## config.mk

```make
export PLATFORM = sky130hd
export DESIGN_NAME = vmpeg_top
export DESIGN_NICKNAME = d
export VERILOG_FILES = /design/src/vmpeg_pkg.sv /design/src/host_bus_if.sv /design/src/stream_splitter.sv /design/src/dclk_timebase.sv /design/src/decoder_event_map.sv /design/src/irq_channel.sv /design/src/host_read_mux.sv /design/src/vmpeg_top.sv
export SDC_FILE = /design/constraint.sdc
export NUM_CORES = 1
export LEC_CHECK = 0
export BUFFER_PORTS_ARGS = -buffer_cell sky130_fd_sc_hd__buf_4
export CAP_MARGIN = 40
export CORE_ASPECT_RATIO = 1.4
export CORE_MARGIN = 5
export CORE_UTILIZATION = 54
export CTS_CLUSTER_SIZE = 10
export DETAILED_ROUTE_END_ITERATION = 8
export PLACE_DENSITY = 0.73
export SYNTH_ARGS = -nofsm -noshare
export SYNTH_HDL_FRONTEND = slang
export SYNTH_SLANG_ARGS = --single-unit
```

## constraint.sdc

```tcl
create_clock -name clk -period 3.29 [get_ports clk]
set_clock_uncertainty 0.1 [all_clocks]
set_input_delay 0.658 -clock clk [delete_from_list [all_inputs] [get_ports clk]]
set_output_delay 0.658 -clock clk [all_outputs]
set_load 0.05 [all_outputs]
```

## src/vmpeg_pkg.sv

```systemverilog
package vmpeg_pkg;

    localparam int DATA_W = 16;
    localparam int ADDR_W = 15;   // Word address, bus bits 15 to 1

    typedef logic [DATA_W-1:0] word_t;

    // Host visible registers by word address
    typedef enum logic [ADDR_W-1:0] {
        REG_FMA_CMD    = 15'h1800,
        REG_FMA_STAT   = 15'h1801,
        REG_FMA_IVEC   = 15'h1806,
        REG_FMA_DCLKH  = 15'h1808,
        REG_FMA_DCLKL  = 15'h1809,
        REG_FMA_ISR    = 15'h180D,
        REG_FMA_IER    = 15'h180E,
        REG_FMV_IER    = 15'h2030,
        REG_FMV_ISR    = 15'h2031,
        REG_FMV_TCNT   = 15'h2032,
        REG_FMV_TRLD   = 15'h2057,
        REG_FMV_SYSCMD = 15'h2060,
        REG_FMV_IVEC   = 15'h206E,
        REG_FMV_XFER   = 15'h206F
    } reg_addr_e;

    typedef enum logic {
        CHAN_FMA = 1'b0,
        CHAN_FMV = 1'b1
    } chan_e;

    localparam int NUM_CHAN = 2;

    // FMA ISR and STAT bits
    localparam int FMA_UPD  = 2;
    localparam int FMA_UNF  = 3;
    localparam int FMA_DEC  = 4;
    localparam int FMA_POLL = 8;

    // FMV ISR bits
    localparam int FMV_SEQ   = 0;
    localparam int FMV_GOP   = 1;
    localparam int FMV_PIC   = 2;
    localparam int FMV_EOD   = 3;
    localparam int FMV_NDAT  = 5;
    localparam int FMV_TIM   = 8;
    localparam int FMV_VSYNC = 11;

    // Command register bits
    localparam int CMD_DMA     = 15;
    localparam int CMD_DEC_ON  = 12;
    localparam int CMD_DEC_OFF = 13;
    localparam int CMD_CLEAR   = 8;

    localparam int    TIMER_PRESCALE = 3;       // Timer compares counter bits 18..3
    localparam word_t TCNT_RESET     = 16'd55;  // Roughly a 10 ms period

endpackage

```

## src/host_bus_if.sv

```systemverilog
`timescale 1ns/1ps

module host_bus_if (
    input  logic                            clk,
    input  logic                            reset,
    input  logic [vmpeg_pkg::ADDR_W-1:0]    address,
    input  vmpeg_pkg::word_t                din,
    input  logic                            uds,
    input  logic                            lds,
    input  logic                            write_strobe,
    input  logic                            cs,
    input  logic                            ack,
    input  logic                            dtc,
    input  logic                            done_in,
    output logic                            bus_ack,
    output logic                            req,
    output logic                            rdy,
    output logic                            word_valid,
    output logic                            fma_owns_dma,
    output logic [vmpeg_pkg::NUM_CHAN-1:0]  ier_we,
    output logic [vmpeg_pkg::NUM_CHAN-1:0]  ivec_we,
    output logic [vmpeg_pkg::NUM_CHAN-1:0]  isr_rd,
    output logic                            dclkh_rd,
    output logic                            tcnt_we,
    output logic                            trld_we,
    output vmpeg_pkg::word_t                fma_cmd,
    output logic                            fmv_decoder_enable
);
    logic access;
    logic wr_done;
    logic rd_done;
    logic cmd_we;
    logic syscmd_we;
    logic dma_active;

    assign access  = cs && (uds || lds);
    assign wr_done = access && bus_ack && write_strobe;
    assign rd_done = access && bus_ack && !write_strobe;

    assign cmd_we    = wr_done && (address == vmpeg_pkg::REG_FMA_CMD);
    assign syscmd_we = wr_done && (address == vmpeg_pkg::REG_FMV_SYSCMD);

    // Per register strobes, valid in the completing cycle only
    assign ier_we[vmpeg_pkg::CHAN_FMA]  = wr_done && (address == vmpeg_pkg::REG_FMA_IER);
    assign ier_we[vmpeg_pkg::CHAN_FMV]  = wr_done && (address == vmpeg_pkg::REG_FMV_IER);
    assign ivec_we[vmpeg_pkg::CHAN_FMA] = wr_done && (address == vmpeg_pkg::REG_FMA_IVEC);
    assign ivec_we[vmpeg_pkg::CHAN_FMV] = wr_done && (address == vmpeg_pkg::REG_FMV_IVEC);
    assign isr_rd[vmpeg_pkg::CHAN_FMA]  = rd_done && (address == vmpeg_pkg::REG_FMA_ISR);
    assign isr_rd[vmpeg_pkg::CHAN_FMV]  = rd_done && (address == vmpeg_pkg::REG_FMV_ISR);
    assign dclkh_rd = rd_done && (address == vmpeg_pkg::REG_FMA_DCLKH);
    assign tcnt_we  = wr_done && (address == vmpeg_pkg::REG_FMV_TCNT);
    assign trld_we  = wr_done && (address == vmpeg_pkg::REG_FMV_TRLD);

    // Stream words come from DMA or from the XFER register
    assign word_valid = (dma_active && ack && dtc) ||
                        (wr_done && (address == vmpeg_pkg::REG_FMV_XFER));

    assign req = dma_active;
    assign rdy = dma_active;

    always_ff @(posedge clk) begin
        if (reset) begin
            bus_ack <= 1'b0;
        end else begin
            bus_ack <= access && !bus_ack;   // Toggles while selected
        end
    end

    always_ff @(posedge clk) begin
        if (reset) begin
            dma_active         <= 1'b0;
            fma_owns_dma       <= 1'b0;
            fma_cmd            <= '0;
            fmv_decoder_enable <= 1'b0;
        end else begin
            if (done_in && ack) begin
                dma_active                  <= 1'b0;
                fma_owns_dma                <= 1'b0;
                fma_cmd[vmpeg_pkg::CMD_DMA] <= 1'b0;   // Transfer finished
            end
            if (cmd_we) begin
                fma_cmd <= din;
                if (din[vmpeg_pkg::CMD_DMA]) begin
                    dma_active   <= 1'b1;
                    fma_owns_dma <= 1'b1;
                end
            end
            if (syscmd_we) begin
                if (din[vmpeg_pkg::CMD_DMA]) begin
                    dma_active   <= 1'b1;
                    fma_owns_dma <= 1'b0;
                end
                if (din[vmpeg_pkg::CMD_DEC_OFF] || din[vmpeg_pkg::CMD_CLEAR])
                    fmv_decoder_enable <= 1'b0;
                if (din[vmpeg_pkg::CMD_DEC_ON])
                    fmv_decoder_enable <= 1'b1;   // On wins over off
            end
        end
    end

endmodule

```

## src/stream_splitter.sv

```systemverilog
`timescale 1ns/1ps

module stream_splitter (
    input  logic              clk,
    input  logic              reset,
    input  logic              word_valid,
    input  vmpeg_pkg::word_t  din,
    input  logic              fma_owns_dma,
    output logic [7:0]        stream_byte,
    output logic              stream_valid,
    output vmpeg_pkg::chan_e  stream_chan
);
    logic [7:0] low_q;
    logic       low_valid_q;

    always_ff @(posedge clk) begin
        if (reset) begin
            low_valid_q <= 1'b0;
        end else begin
            low_valid_q <= word_valid;
        end
    end

    // Low byte waits one cycle
    always_ff @(posedge clk) begin
        if (word_valid)
            low_q <= din[7:0];
    end

    // A pending low byte hides the next high byte
    assign stream_byte  = low_valid_q ? low_q : din[15:8];
    assign stream_valid = low_valid_q || word_valid;
    assign stream_chan  = fma_owns_dma ? vmpeg_pkg::CHAN_FMA : vmpeg_pkg::CHAN_FMV;

endmodule

```

## src/dclk_timebase.sv

```systemverilog
`timescale 1ns/1ps

module dclk_timebase #(
    parameter logic [9:0] DCLK_DIVIDER = 10'd667   // clk cycles per 45 kHz tick
) (
    input  logic              clk,
    input  logic              reset,
    input  vmpeg_pkg::word_t  din,
    input  logic              tcnt_we,
    input  logic              trld_we,
    input  logic              dclkh_rd,
    output logic [31:0]       dclk,
    output vmpeg_pkg::word_t  dclkl_latch,
    output vmpeg_pkg::word_t  tcnt,
    output logic              timer_tick
);
    localparam int TIMER_W = vmpeg_pkg::DATA_W + vmpeg_pkg::TIMER_PRESCALE + 2;

    logic [9:0]         div_cnt;
    logic               dclk_tick;
    logic [TIMER_W-1:0] timer_cnt;
    logic               timer_match;

    assign dclk_tick   = (div_cnt == DCLK_DIVIDER - 10'd1);
    assign timer_match = (timer_cnt[vmpeg_pkg::TIMER_PRESCALE +: vmpeg_pkg::DATA_W] == tcnt);
    assign timer_tick  = dclk_tick && timer_match;

    always_ff @(posedge clk) begin
        if (reset) begin
            div_cnt     <= '0;
            dclk        <= '0;
            timer_cnt   <= '0;
            tcnt        <= vmpeg_pkg::TCNT_RESET;
            dclkl_latch <= '0;
        end else begin
            if (dclk_tick) begin
                div_cnt <= '0;
                dclk    <= dclk + 32'd1;
            end else begin
                div_cnt <= div_cnt + 10'd1;
            end

            if (trld_we || timer_tick)
                timer_cnt <= '0;   // Reload or period expired
            else if (dclk_tick)
                timer_cnt <= timer_cnt + TIMER_W'(1);

            if (tcnt_we)
                tcnt <= din;
            if (dclkh_rd)
                dclkl_latch <= dclk[15:0];   // Coherent low half for the next read
        end
    end

endmodule

```

## src/decoder_event_map.sv

```systemverilog
`timescale 1ns/1ps

module decoder_event_map (
    input  logic              clk,
    input  logic              reset,
    input  logic              vsync,
    input  logic              ev_seq,
    input  logic              ev_gop,
    input  logic              ev_pic,
    input  logic              ev_video_underflow,
    input  logic              ev_decoding_started,
    input  logic              ev_frame_decoded,
    input  logic              ev_audio_underflow,
    input  logic              timer_tick,
    output vmpeg_pkg::word_t  set_mask [vmpeg_pkg::NUM_CHAN],
    output vmpeg_pkg::word_t  fma_status
);
    logic vsync_q;
    logic vsync_rise;

    assign vsync_rise = vsync && !vsync_q;

    always_comb begin
        set_mask[vmpeg_pkg::CHAN_FMA] = '0;
        set_mask[vmpeg_pkg::CHAN_FMV] = '0;

        set_mask[vmpeg_pkg::CHAN_FMV][vmpeg_pkg::FMV_SEQ]   = ev_seq;
        set_mask[vmpeg_pkg::CHAN_FMV][vmpeg_pkg::FMV_GOP]   = ev_gop;
        set_mask[vmpeg_pkg::CHAN_FMV][vmpeg_pkg::FMV_PIC]   = ev_pic;
        set_mask[vmpeg_pkg::CHAN_FMV][vmpeg_pkg::FMV_EOD]   = ev_video_underflow;
        set_mask[vmpeg_pkg::CHAN_FMV][vmpeg_pkg::FMV_NDAT]  = ev_video_underflow;
        set_mask[vmpeg_pkg::CHAN_FMV][vmpeg_pkg::FMV_TIM]   = timer_tick;
        set_mask[vmpeg_pkg::CHAN_FMV][vmpeg_pkg::FMV_VSYNC] = vsync_rise;

        set_mask[vmpeg_pkg::CHAN_FMA][vmpeg_pkg::FMA_DEC]  = ev_decoding_started;
        set_mask[vmpeg_pkg::CHAN_FMA][vmpeg_pkg::FMA_UPD]  = ev_frame_decoded;
        set_mask[vmpeg_pkg::CHAN_FMA][vmpeg_pkg::FMA_UNF]  = ev_audio_underflow;
        set_mask[vmpeg_pkg::CHAN_FMA][vmpeg_pkg::FMA_POLL] = timer_tick;   // Shared timer
    end

    always_ff @(posedge clk) begin
        if (reset) begin
            vsync_q    <= 1'b0;
            fma_status <= '0;
        end else begin
            vsync_q <= vsync;
            if (ev_decoding_started)
                fma_status[vmpeg_pkg::FMA_DEC] <= 1'b1;
            if (ev_frame_decoded) begin
                fma_status[vmpeg_pkg::FMA_DEC] <= 1'b0;   // Decoding round complete
                fma_status[vmpeg_pkg::FMA_UPD] <= 1'b1;
            end
            if (ev_audio_underflow)
                fma_status[vmpeg_pkg::FMA_UNF] <= 1'b1;
        end
    end

endmodule

```

## src/irq_channel.sv

```systemverilog
`timescale 1ns/1ps

module irq_channel (
    input  logic              clk,
    input  logic              reset,
    input  vmpeg_pkg::word_t  din,
    input  logic              ier_we,
    input  logic              ivec_we,
    input  logic              isr_rd,
    input  vmpeg_pkg::word_t  set_mask,
    output vmpeg_pkg::word_t  isr,
    output vmpeg_pkg::word_t  ier,
    output vmpeg_pkg::word_t  ivec,
    output logic              irq
);
    always_ff @(posedge clk) begin
        if (reset) begin
            isr  <= '0;
            ier  <= '0;
            ivec <= '0;
        end else begin
            isr <= (isr_rd ? '0 : isr) | set_mask;   // New events survive the clear
            if (ier_we)
                ier <= din;
            if (ivec_we)
                ivec <= din;
        end
    end

    assign irq = |(isr & ier);

endmodule

```

## src/host_read_mux.sv

```systemverilog
`timescale 1ns/1ps

module host_read_mux (
    input  logic [vmpeg_pkg::ADDR_W-1:0]    address,
    input  logic                            intack,
    input  logic [vmpeg_pkg::NUM_CHAN-1:0]  irq,
    input  vmpeg_pkg::word_t                isr [vmpeg_pkg::NUM_CHAN],
    input  vmpeg_pkg::word_t                ier [vmpeg_pkg::NUM_CHAN],
    input  vmpeg_pkg::word_t                ivec [vmpeg_pkg::NUM_CHAN],
    input  vmpeg_pkg::word_t                fma_cmd,
    input  vmpeg_pkg::word_t                fma_status,
    input  logic [31:0]                     dclk,
    input  vmpeg_pkg::word_t                dclkl_latch,
    input  vmpeg_pkg::word_t                tcnt,
    output vmpeg_pkg::word_t                dout,
    output logic                            intreq
);
    vmpeg_pkg::word_t reg_data;
    vmpeg_pkg::word_t fma_vec;
    vmpeg_pkg::word_t fmv_vec;

    always_comb begin
        case (address)
            vmpeg_pkg::REG_FMA_CMD:   reg_data = fma_cmd;
            vmpeg_pkg::REG_FMA_STAT:  reg_data = fma_status;
            vmpeg_pkg::REG_FMA_IVEC:  reg_data = ivec[vmpeg_pkg::CHAN_FMA];
            vmpeg_pkg::REG_FMA_DCLKH: reg_data = dclk[31:16];
            vmpeg_pkg::REG_FMA_DCLKL: reg_data = dclkl_latch;   // Latched by the DCLKH read
            vmpeg_pkg::REG_FMA_ISR:   reg_data = isr[vmpeg_pkg::CHAN_FMA];
            vmpeg_pkg::REG_FMA_IER:   reg_data = ier[vmpeg_pkg::CHAN_FMA];
            vmpeg_pkg::REG_FMV_IER:   reg_data = ier[vmpeg_pkg::CHAN_FMV];
            vmpeg_pkg::REG_FMV_ISR:   reg_data = isr[vmpeg_pkg::CHAN_FMV];
            vmpeg_pkg::REG_FMV_TCNT:  reg_data = tcnt;
            vmpeg_pkg::REG_FMV_IVEC:  reg_data = ivec[vmpeg_pkg::CHAN_FMV];
            default:                  reg_data = '0;   // Write-only and unmapped
        endcase
    end

    // Vector byte repeated on both lanes
    assign fma_vec = {ivec[vmpeg_pkg::CHAN_FMA][7:0], ivec[vmpeg_pkg::CHAN_FMA][7:0]};
    assign fmv_vec = {ivec[vmpeg_pkg::CHAN_FMV][10:3], ivec[vmpeg_pkg::CHAN_FMV][10:3]};

    always_comb begin
        if (intack)
            dout = irq[vmpeg_pkg::CHAN_FMA] ? fma_vec : fmv_vec;   // FMA has priority
        else
            dout = reg_data;
    end

    assign intreq = |irq;

endmodule

```

## src/vmpeg_top.sv

```systemverilog
`timescale 1ns/1ps

module vmpeg_top #(
    parameter logic [9:0] DCLK_DIVIDER = 10'd667
) (
    input  logic                          clk,
    input  logic                          reset,
    input  logic [vmpeg_pkg::ADDR_W-1:0]  address,
    input  vmpeg_pkg::word_t              din,
    output vmpeg_pkg::word_t              dout,
    input  logic                          uds,
    input  logic                          lds,
    input  logic                          write_strobe,
    input  logic                          cs,
    output logic                          bus_ack,
    output logic                          intreq,
    input  logic                          intack,
    output logic                          req,
    input  logic                          ack,
    output logic                          rdy,
    input  logic                          dtc,
    input  logic                          done_in,
    input  logic                          vsync,
    input  logic                          ev_seq,
    input  logic                          ev_gop,
    input  logic                          ev_pic,
    input  logic                          ev_video_underflow,
    input  logic                          ev_decoding_started,
    input  logic                          ev_frame_decoded,
    input  logic                          ev_audio_underflow,
    output logic [7:0]                    stream_byte,
    output logic                          stream_valid,
    output vmpeg_pkg::chan_e              stream_chan,
    output logic                          fmv_decoder_enable
);
    logic                           word_valid;
    logic                           fma_owns_dma;
    logic [vmpeg_pkg::NUM_CHAN-1:0] ier_we;
    logic [vmpeg_pkg::NUM_CHAN-1:0] ivec_we;
    logic [vmpeg_pkg::NUM_CHAN-1:0] isr_rd;
    logic                           dclkh_rd;
    logic                           tcnt_we;
    logic                           trld_we;
    logic                           timer_tick;
    logic [vmpeg_pkg::NUM_CHAN-1:0] irq;
    logic [31:0]                    dclk;
    vmpeg_pkg::word_t               fma_cmd;
    vmpeg_pkg::word_t               fma_status;
    vmpeg_pkg::word_t               dclkl_latch;
    vmpeg_pkg::word_t               tcnt;
    vmpeg_pkg::word_t               set_mask [vmpeg_pkg::NUM_CHAN];
    vmpeg_pkg::word_t               isr [vmpeg_pkg::NUM_CHAN];
    vmpeg_pkg::word_t               ier [vmpeg_pkg::NUM_CHAN];
    vmpeg_pkg::word_t               ivec [vmpeg_pkg::NUM_CHAN];

    host_bus_if u_bus (
        .clk, .reset, .address, .din, .uds, .lds, .write_strobe, .cs, .ack, .dtc, .done_in,
        .bus_ack, .req, .rdy, .word_valid, .fma_owns_dma, .ier_we, .ivec_we, .isr_rd,
        .dclkh_rd, .tcnt_we, .trld_we, .fma_cmd, .fmv_decoder_enable
    );

    stream_splitter u_split (
        .clk, .reset, .word_valid, .din, .fma_owns_dma,
        .stream_byte, .stream_valid, .stream_chan
    );

    dclk_timebase #(
        .DCLK_DIVIDER(DCLK_DIVIDER)
    ) u_timebase (
        .clk, .reset, .din, .tcnt_we, .trld_we, .dclkh_rd,
        .dclk, .dclkl_latch, .tcnt, .timer_tick
    );

    decoder_event_map u_events (
        .clk, .reset, .vsync, .ev_seq, .ev_gop, .ev_pic, .ev_video_underflow,
        .ev_decoding_started, .ev_frame_decoded, .ev_audio_underflow, .timer_tick,
        .set_mask, .fma_status
    );

    // Index 0 is FMA, index 1 is FMV
    for (genvar i = 0; i < vmpeg_pkg::NUM_CHAN; i++) begin : g_chan
        irq_channel u_irq (
            .clk      (clk),
            .reset    (reset),
            .din      (din),
            .ier_we   (ier_we[i]),
            .ivec_we  (ivec_we[i]),
            .isr_rd   (isr_rd[i]),
            .set_mask (set_mask[i]),
            .isr      (isr[i]),
            .ier      (ier[i]),
            .ivec     (ivec[i]),
            .irq      (irq[i])
        );
    end

    host_read_mux u_rdmux (
        .address, .intack, .irq, .isr, .ier, .ivec, .fma_cmd, .fma_status,
        .dclk, .dclkl_latch, .tcnt, .dout, .intreq
    );

endmodule

```

==> results of run 1 <==
## layout by cell type, fill, tap and decap left out, types with 13 or more instances in the layout
master       n
a22oi_1     32
o21ai_4     14
and3_1      24
a21oi_1    140
nand3_1     32
buf_4      154
o21ai_0     22
nand2_1    266
xor2_1      39
buf_12      13
mux2_2      16
nand4_1     22
a22o_1      14
clkbuf_16   25
or3_1       16
nor2_1      69
nor4_1      15
xnor2_1     17
dfxtp_1    193
buf_6       28
## worst paths after layout
check                            end               startpoint  slack (ps)
max                          dout[8]               address[4]        -200
min           u_events.fma_status[4]         ev_frame_decoded         230
max reg2reg      u_timebase.dclk[30]    u_timebase.div_cnt[0]         700
min reg2reg  g_chan[0].u_irq.ivec[9]  g_chan[0].u_irq.ivec[9]         350
## repair_timing
action / CTS / global route
endpoints found under the setup margin: 16 / 16
resized for setup: 41 / 12
hold endpoints to repair: 0 / 0
gates cloned: 1 / 0
pin swaps: 14 / 9
setup buffers: 10 / 6
## cell families (layout without fill, tap and decap cells)
family          after synthesis  in the layout
simple gates                535            536
fa+ha+maj                     4              4
buf+inv                      90            236
compound gates              263            263
flops                       201            201
xor+xnor                     56             56
mux                          25             25
## layer usage
metal	vias to the layer above	global-route usage (%)	share of wire (%)
li1	4439	-	-
met1	4491	41.1	40
met2	393	53.5	47
met3	110	3.51	7.0
met4	0	15.7	6.1
met5	-	0	0
## stage by stage
stage / cell area [µm²] / hold WS (ps) / setup WS [ps] / power [µW]
2_1_floorplan: 9960 / 327 / -151 / 2670
3_3_place_gp: 11300 / 337 / -297 / 2830
3_5_place_dp: 11300 / 347 / -294 / 2840
4_1_cts: 12300 / 219 / -178 / 5170
5_1_grt: 12300 / 240 / -257 / 5300
6_report: 12300 / 228 / -201 / 5140
## power by group
part           leakage, µW  internal [µW]  switching [µW]
Sequential         0.00163           2470            14.4
Clock             0.000324           1380             960
Combinational      0.00255            125             197
## worst reg2reg max path, stage by stage, from the launching register on
cell	delay, ps
dfxtp_1	340
inv_1	70
ha_1	150
and4b_1	230
and4_1	390
nand4_1	470
or4_1	630
a21oi_1	160
## registers in the layout (all words and copies together), names as in the netlist
| signal | flops |
|---|---|
| g_chan.u_irq.ier | 32 |
| g_chan.u_irq.isr | 11 |
| g_chan.u_irq.ivec | 32 |
| u_bus.bus_ack | 1 |
| u_bus.fma_cmd | 16 |
| u_bus.fma_owns_dma | 1 |
| u_bus.fmv_decoder_enable | 1 |
| u_bus.rdy | 1 |
| u_events.fma_status | 3 |
| u_events.vsync_q | 1 |
| u_split.low_q | 8 |
| u_split.low_valid_q | 1 |
| u_timebase.dclk | 32 |
| u_timebase.dclkl_latch | 16 |
| u_timebase.div_cnt | 10 |
| u_timebase.tcnt | 16 |
| u_timebase.timer_cnt | 19 |
## final cells by class
cell class | count | area (µm²) | share of cell area [%]
multi-input combinational | 884 | 5450 | 44.2
sequential | 201 | 4100 | 33.2
timing repair buffer | 199 | 1790 | 14.5
clock buffer | 28 | 657 | 5.32
tap | 240 | 300 | 2.43
inverter | 8 | 30.0 | 0.243
clock inverter | 1 | 7.51 | 0.0608
==> flow_metrics.py, run 1 <==
metrics = {
    "run_status": {
        "status": "finished, violations left",
        "violations": "setup timing",
    },
    "clock_network": {
        "htreeDepth": 1,
        "clk_pin_slew_ps": 50,
        "clockBufferDepth": 3,
        "cts-root-buf": "clkbuf_16",
        "cts_tree": "yes",
        "cts_hold_buf": 0,
        "cts_sinks": 201,
        "cts_buffers": 24,
        "clk_latency_ps": 520,
    },
    "setup_path": {
        "worst-path-buf-inv": 4,
        "reg2regPathDepth": 7,
        "cpLargestDelayFamily": "simple AND/OR/NAND/NOR gates",
        "critPathCaptureType": "output pin",
        "crit_fanout": 10,
        "cpPeakStageDelay_ps": 540,
        "cp_data_arrival_time_ps": 2730,
        "crit_path_top_delay_cell": "or4_4",
        "worstPathRequired_ps": 2530,
        "critPathKind": "in2out",
        "cp_cell_sequence": "buf_6 -> or4_4 -> buf_12 -> nor4_2 -> buf_4 -> a22oi_1 -> and4_1 -> o21ai_4 -> buf_6",
        "cp_num_cells": 9,
        "startpoint_type": "input port",
        "cp_common_cell": "buf_6",
    },
    "finish": {
        "area_growth_pct": 27.4,
        "fin_cells": 1561,
        "final_util_pct": 69.4,
        "antennaDiodeCount": 0,
        "drive_gt1_share_pct": 22.6,
        "num-fill-cells": 1481,
        "nets": 1371,
    },
    "floorplan": {
        "num_rows": 58,
        "start_util_pct": 54.5,
        "fp.dieH_um": 168,
        "die_w_um": 123,
        "die-area_mm2": 0.0208,
        "pin_count": 80,
        "coreArea_mm2": 0.0178,
    },
    "placement": {
        "dp_hpwl_mm": 24.7,
        "numPortBuffers": 79,
        "routabilityCongestion": 1.05,
        "dp_cells": 1515,
    },
    "timing": {
        "fin_ws_ps": -201,
        "worst_slew_pin_slew_ps": 767,
        "rsz0062_at_grt": "true",
        "slew_viol_final": 0,
        "hold_viol_final": 0,
        "setup-tns-final_ps": -2640,
        "report.final.setup_viol": 16,
        "slew_headroom_pct": 48.9,
        "period_minus_slack_ps": 3490,
        "period_share_pct": 106,
        "max_freq_ghz": 0.286,
    },
    "synthesis": {
        "synth_fa_ha_area_share_pct": 0.517,
        "netlist_area_mm2": 0.00969,
        "synthCells": 1174,
        "synth_top_area_share_pct": 39.9,
        "synth_common_cells": "nand2_1, dfxtp_1, a21oi_1",
        "async_reset_ff_share_pct": 0,
        "synth_ff_type": "dfxtp_1",
        "muxShareOfSynthArea_pct": 2.79,
        "synth_area_leader_cell": "dfxtp_1",
        "syn_nets": 1227,
        "synth_compound_area_share_pct": 16.6,
        "synth_cell_type_count": 66,
        "synth.most_common_cell": "nand2_1",
        "yosys_warnings": 0,
        "yosys.area_share.simple_pct": 28.1,
        "synth_area_per_cell_um2": 8.25,
        "ys_top_cells_by_area": "dfxtp_1, nand2_1, a21oi_1, xor2_1, a22oi_1",
        "synth_xor_area_share_pct": 5.06,
        "synth_enable_flop_cells": 8,
        "synth_top_family_by_area": "simple AND/OR/NAND/NOR gates",
        "seq_area_frac_synth_pct": 42.4,
        "ys_seq_elements": 201,
    },
    "flow_run": {
        "maxCapViolCount": 0,
    },
    "drt": {
        "vias_per_cell": 6.04,
        "final_antenna_net_count": 0,
        "dr.pass1.iters": 6,
        "drt-initial-drc-count": 940,
        "drt-total-wl_mm": 33.8,
        "drc": 0,
        "avgRoutedWirePerCell_um": 21.7,
        "vias": 9433,
    },
    "global_route": {
        "grt_pass1_vias": 9098,
        "grt_pass1_wl_mm": 51.5,
        "antenna_found_initial": 0,
        "grt_overflow": 0,
        "grt_start_max_net_pins": 68,
        "groute.usage.overall_pct": 32.1,
    },
    "pwr": {
        "ir_worst_vdd_mv": 0.409,
        "p_leak_uw": 0.00450,
        "p_per_area_mw_per_mm2": 417,
    },
    "worst_hold_path": {
        "whs_path_depth": 2,
        "hp-class": "in2reg",
    },
}
No activity file was read; power rests on OpenSTA's default activity.
==> inputs of run 2 (changes only) <==
--- a/config.mk
+++ b/config.mk
@@ -5,14 +5,15 @@
 export SDC_FILE = /design/constraint.sdc
 export NUM_CORES = 1
 export LEC_CHECK = 0
+export ABC_AREA = 1
 export BUFFER_PORTS_ARGS = -buffer_cell sky130_fd_sc_hd__buf_4
 export CAP_MARGIN = 40
 export CORE_ASPECT_RATIO = 1.4
 export CORE_MARGIN = 5
-export CORE_UTILIZATION = 54
+export CORE_UTILIZATION = 55
 export CTS_CLUSTER_SIZE = 10
 export DETAILED_ROUTE_END_ITERATION = 8
-export PLACE_DENSITY = 0.73
+export PLACE_DENSITY = 0.71
 export SYNTH_ARGS = -nofsm -noshare
 export SYNTH_HDL_FRONTEND = slang
 export SYNTH_SLANG_ARGS = --single-unit
==> constraint.sdc (replaced) <==
create_clock -name clk -period 3.8 [get_ports clk]
set_clock_uncertainty 0.1 [all_clocks]
set_input_delay 0.76 -clock clk [delete_from_list [all_inputs] [get_ports clk]]
set_output_delay 0.76 -clock clk [all_outputs]
set_load 0.05 [all_outputs]
==> run 2 against run 1 <==
Critical endpoint is now dout[1]. First-iteration DRC count decreased by 11%. Hold slack improved by 73 ps. Core utilization is 6.0 points lower. Final cell count is 23% higher. Total power fell by 14%. The run now ends clean. Sequential cell count did not move. Clock power fell by 14%.
==> flow_metrics.py, run 2 <==
metrics = {
    "clock_network": {
        "cts_sinks": 201,
        "clockBufferDepth": 3,
        "htreeDepth": 1,
        "cts_tree": "yes",
        "cts_setup_buffers": 0,
        "cts_buffers": 24,
        "cts-root-buf": "clkbuf_16",
        "post_cts_resized": 0,
        "clk_pin_slew_ps": 60,
        "clk_latency_ps": 520,
        "cts_hold_buf": 0,
    },
    "timing": {
        "hold_viol_final": 0,
        "report.final.setup_viol": 0,
        "rsz0062_at_grt": "false",
        "period_share_pct": 91.2,
        "worst_slew_pin_slew_ps": 589,
        "hold_ws_ps": 301,
        "fin_ws_ps": 336,
        "slew_headroom_pct": 60.6,
        "max_freq_ghz": 0.289,
        "period_minus_slack_ps": 3460,
        "slew_viol_final": 0,
        "setup-tns-final_ps": 0,
    },
    "floorplan": {
        "pin_count": 80,
        "coreArea_mm2": 0.0191,
        "die-area_mm2": 0.0223,
        "num_rows": 60,
        "start_util_pct": 55.8,
        "die_w_um": 128,
        "fp.dieH_um": 175,
    },
    "finish": {
        "nets": 1718,
        "design_area_mm2": 0.0121,
        "final_common_cell": "nand2_1",
        "antennaDiodeCount": 0,
        "multi_input_area_mm2": 0.00573,
        "drive_gt1_share_pct": 10.4,
        "area_growth_pct": 13.6,
        "regArea_mm2": 0.00410,
        "fin_cells": 1918,
        "reg_top3": "g_chan.u_irq.ier (32), g_chan.u_irq.ivec (32), u_timebase.dclk (32)",
        "num-fill-cells": 1855,
        "final_cell_mix": "nand2_1, nor2_1, dfxtp_1",
    },
    "setup_path": {
        "critPathCaptureType": "output pin",
        "worst_r2r_endpoint": "u_timebase.dclk[24]",
        "r2r_slack_ps": 1570,
        "critPathKind": "in2out",
        "worstPathRequired_ps": 2940,
        "cp_data_arrival_time_ps": 2600,
        "startpoint_type": "input port",
        "r2r_start": "u_timebase.div_cnt[0]",
        "reg2regPathDepth": 11,
        "crit_fanout": 13,
    },
    "pwr": {
        "ir_worst_vdd_mv": 0.319,
        "p_per_area_mw_per_mm2": 363,
        "p_leak_uw": 0.00493,
    },
    "flow_run": {
        "maxCapViolCount": 0,
    },
    "synthesis": {
        "synth_ff_type": "dfxtp_1",
        "netlist_area_mm2": 0.0107,
        "muxShareOfSynthArea_pct": 0.656,
        "synth_top_area_share_pct": 36.2,
        "synth_xor_area_share_pct": 2.13,
        "synth_fa_ha_area_share_pct": 0.469,
        "yosys.area_share.simple_pct": 35.4,
        "synth_compound_area_share_pct": 15.1,
        "synthCells": 1604,
        "syn_nets": 1657,
        "synth_cell_type_count": 46,
        "synth.most_common_cell": "nand2_1",
        "synth_area_per_cell_um2": 6.66,
        "synth_common_cells": "nand2_1, nor2_1, dfxtp_1",
        "async_reset_ff_share_pct": 0,
        "ys_seq_elements": 201,
        "synth_top_family_by_area": "simple AND/OR/NAND/NOR gates",
        "synth_enable_flop_cells": 8,
        "yosys_warnings": 0,
        "ys_top_cells_by_area": "dfxtp_1, nand2_1, nor2_1, nand3_1, o21ai_0",
        "seq_area_frac_synth_pct": 38.4,
        "synth_area_leader_cell": "dfxtp_1",
    },
    "placement": {
        "dp_cells": 1887,
        "dp_hpwl_mm": 24.7,
        "preCtsSetupSlack_ps": 420,
        "numPortBuffers": 79,
        "place_area_mm2": 0.0115,
        "routabilityCongestion": 1.01,
    },
    "drt": {
        "final_antenna_net_count": 0,
        "drt-initial-drc-count": 832,
        "avgRoutedWirePerCell_um": 17.6,
        "vias": 10842,
        "drc": 0,
        "drt-total-wl_mm": 33.8,
        "vias_per_cell": 5.65,
        "dr.pass1.iters": 5,
    },
    "global_route": {
        "grt_pass1_wl_mm": 53.6,
        "grt_overflow": 0,
        "antenna_found_initial": 0,
        "grt_pass1_vias": 10014,
        "groute.usage.overall_pct": 29.8,
        "grt_start_max_net_pins": 61,
    },
    "worst_hold_path": {
        "holdPathEnd": "g_chan[1].u_irq.isr[11]",
        "holdCritStartpoint": "u_events.vsync_q",
        "hp-class": "reg2reg",
        "whs_path_depth": 1,
    },
    "run_status": {
        "status": "finished clean",
    },
}
-- run 2: kinds of logic after synthesis --
group,count (synthesis)
compound gates,309
xor+xnor,26
fa+ha+maj,4
buf+inv,210
flops,201
mux,7
simple gates,847
-- run 2: critical path, cell delays in order --
cell	delay (ps)
buf_4	110
nor2_1	120
nand2_1	100
nor2_4	330
nand2_1	380
o21ai_0	290
inv_1	70
nand3_1	90
nand2_1	60
nand2_1	90
buf_4	200
-- run 2: cell type report --
cell class,instances,area share (%)
clock buffers,30,5.31
multi-input cells,1193,47.2
clock inverters,1,0.0722
repair buffers,98,6.43
well taps,248,2.56
flip-flops and latches,201,33.8
inverters,147,4.56
-- run 2: report_power, final --
part	internal, µW	switching [µW]
Combinational	73.9	158
Clock	1170	851
Sequential	2130	11.5
Total	3380	1020
-- run 2: worst max-delay path by stage --
| stage | slack, ps | startpoint | cells after the start | to |
|---|---|---|---|---|
| 2_1_floorplan | 810 | address[9] | 10 | dout[2] |
| 3_5_place_dp | 420 | address[9] | 11 | dout[1] |
| 4_1_cts | 390 | g_chan[0].u_irq.isr[3] | 7 | dout[2] |
| 5_1_grt | 150 | address[9] | 11 | dout[1] |
| 6_report | 340 | address[9] | 11 | dout[1] |
| 3_3_place_gp | 430 | address[9] | 11 | dout[1] |
-- run 2: per-layer routing --
metal | vias up | part of all wire (%) | global-route usage, % | wire length, µm
met1 | 4928 | 40 | 37.7 | 13400
met5 | - | 0 | 0 | 0
li1 | 5345 | - | - | -
met4 | 0 | 6.3 | 15.8 | 2130
met3 | 106 | 7.2 | 3.85 | 2440
met2 | 463 | 47 | 49.1 | 15800
-- run 2: per-stage QoR --
stage | power, µW | util, %
detailed placement | 2420 | 60.0
global placement | 2420 | 59.9
global route | 4530 | 63.4
floorplan | 2310 | -
finish | 4400 | 63.4
CTS | 4420 | 63.4
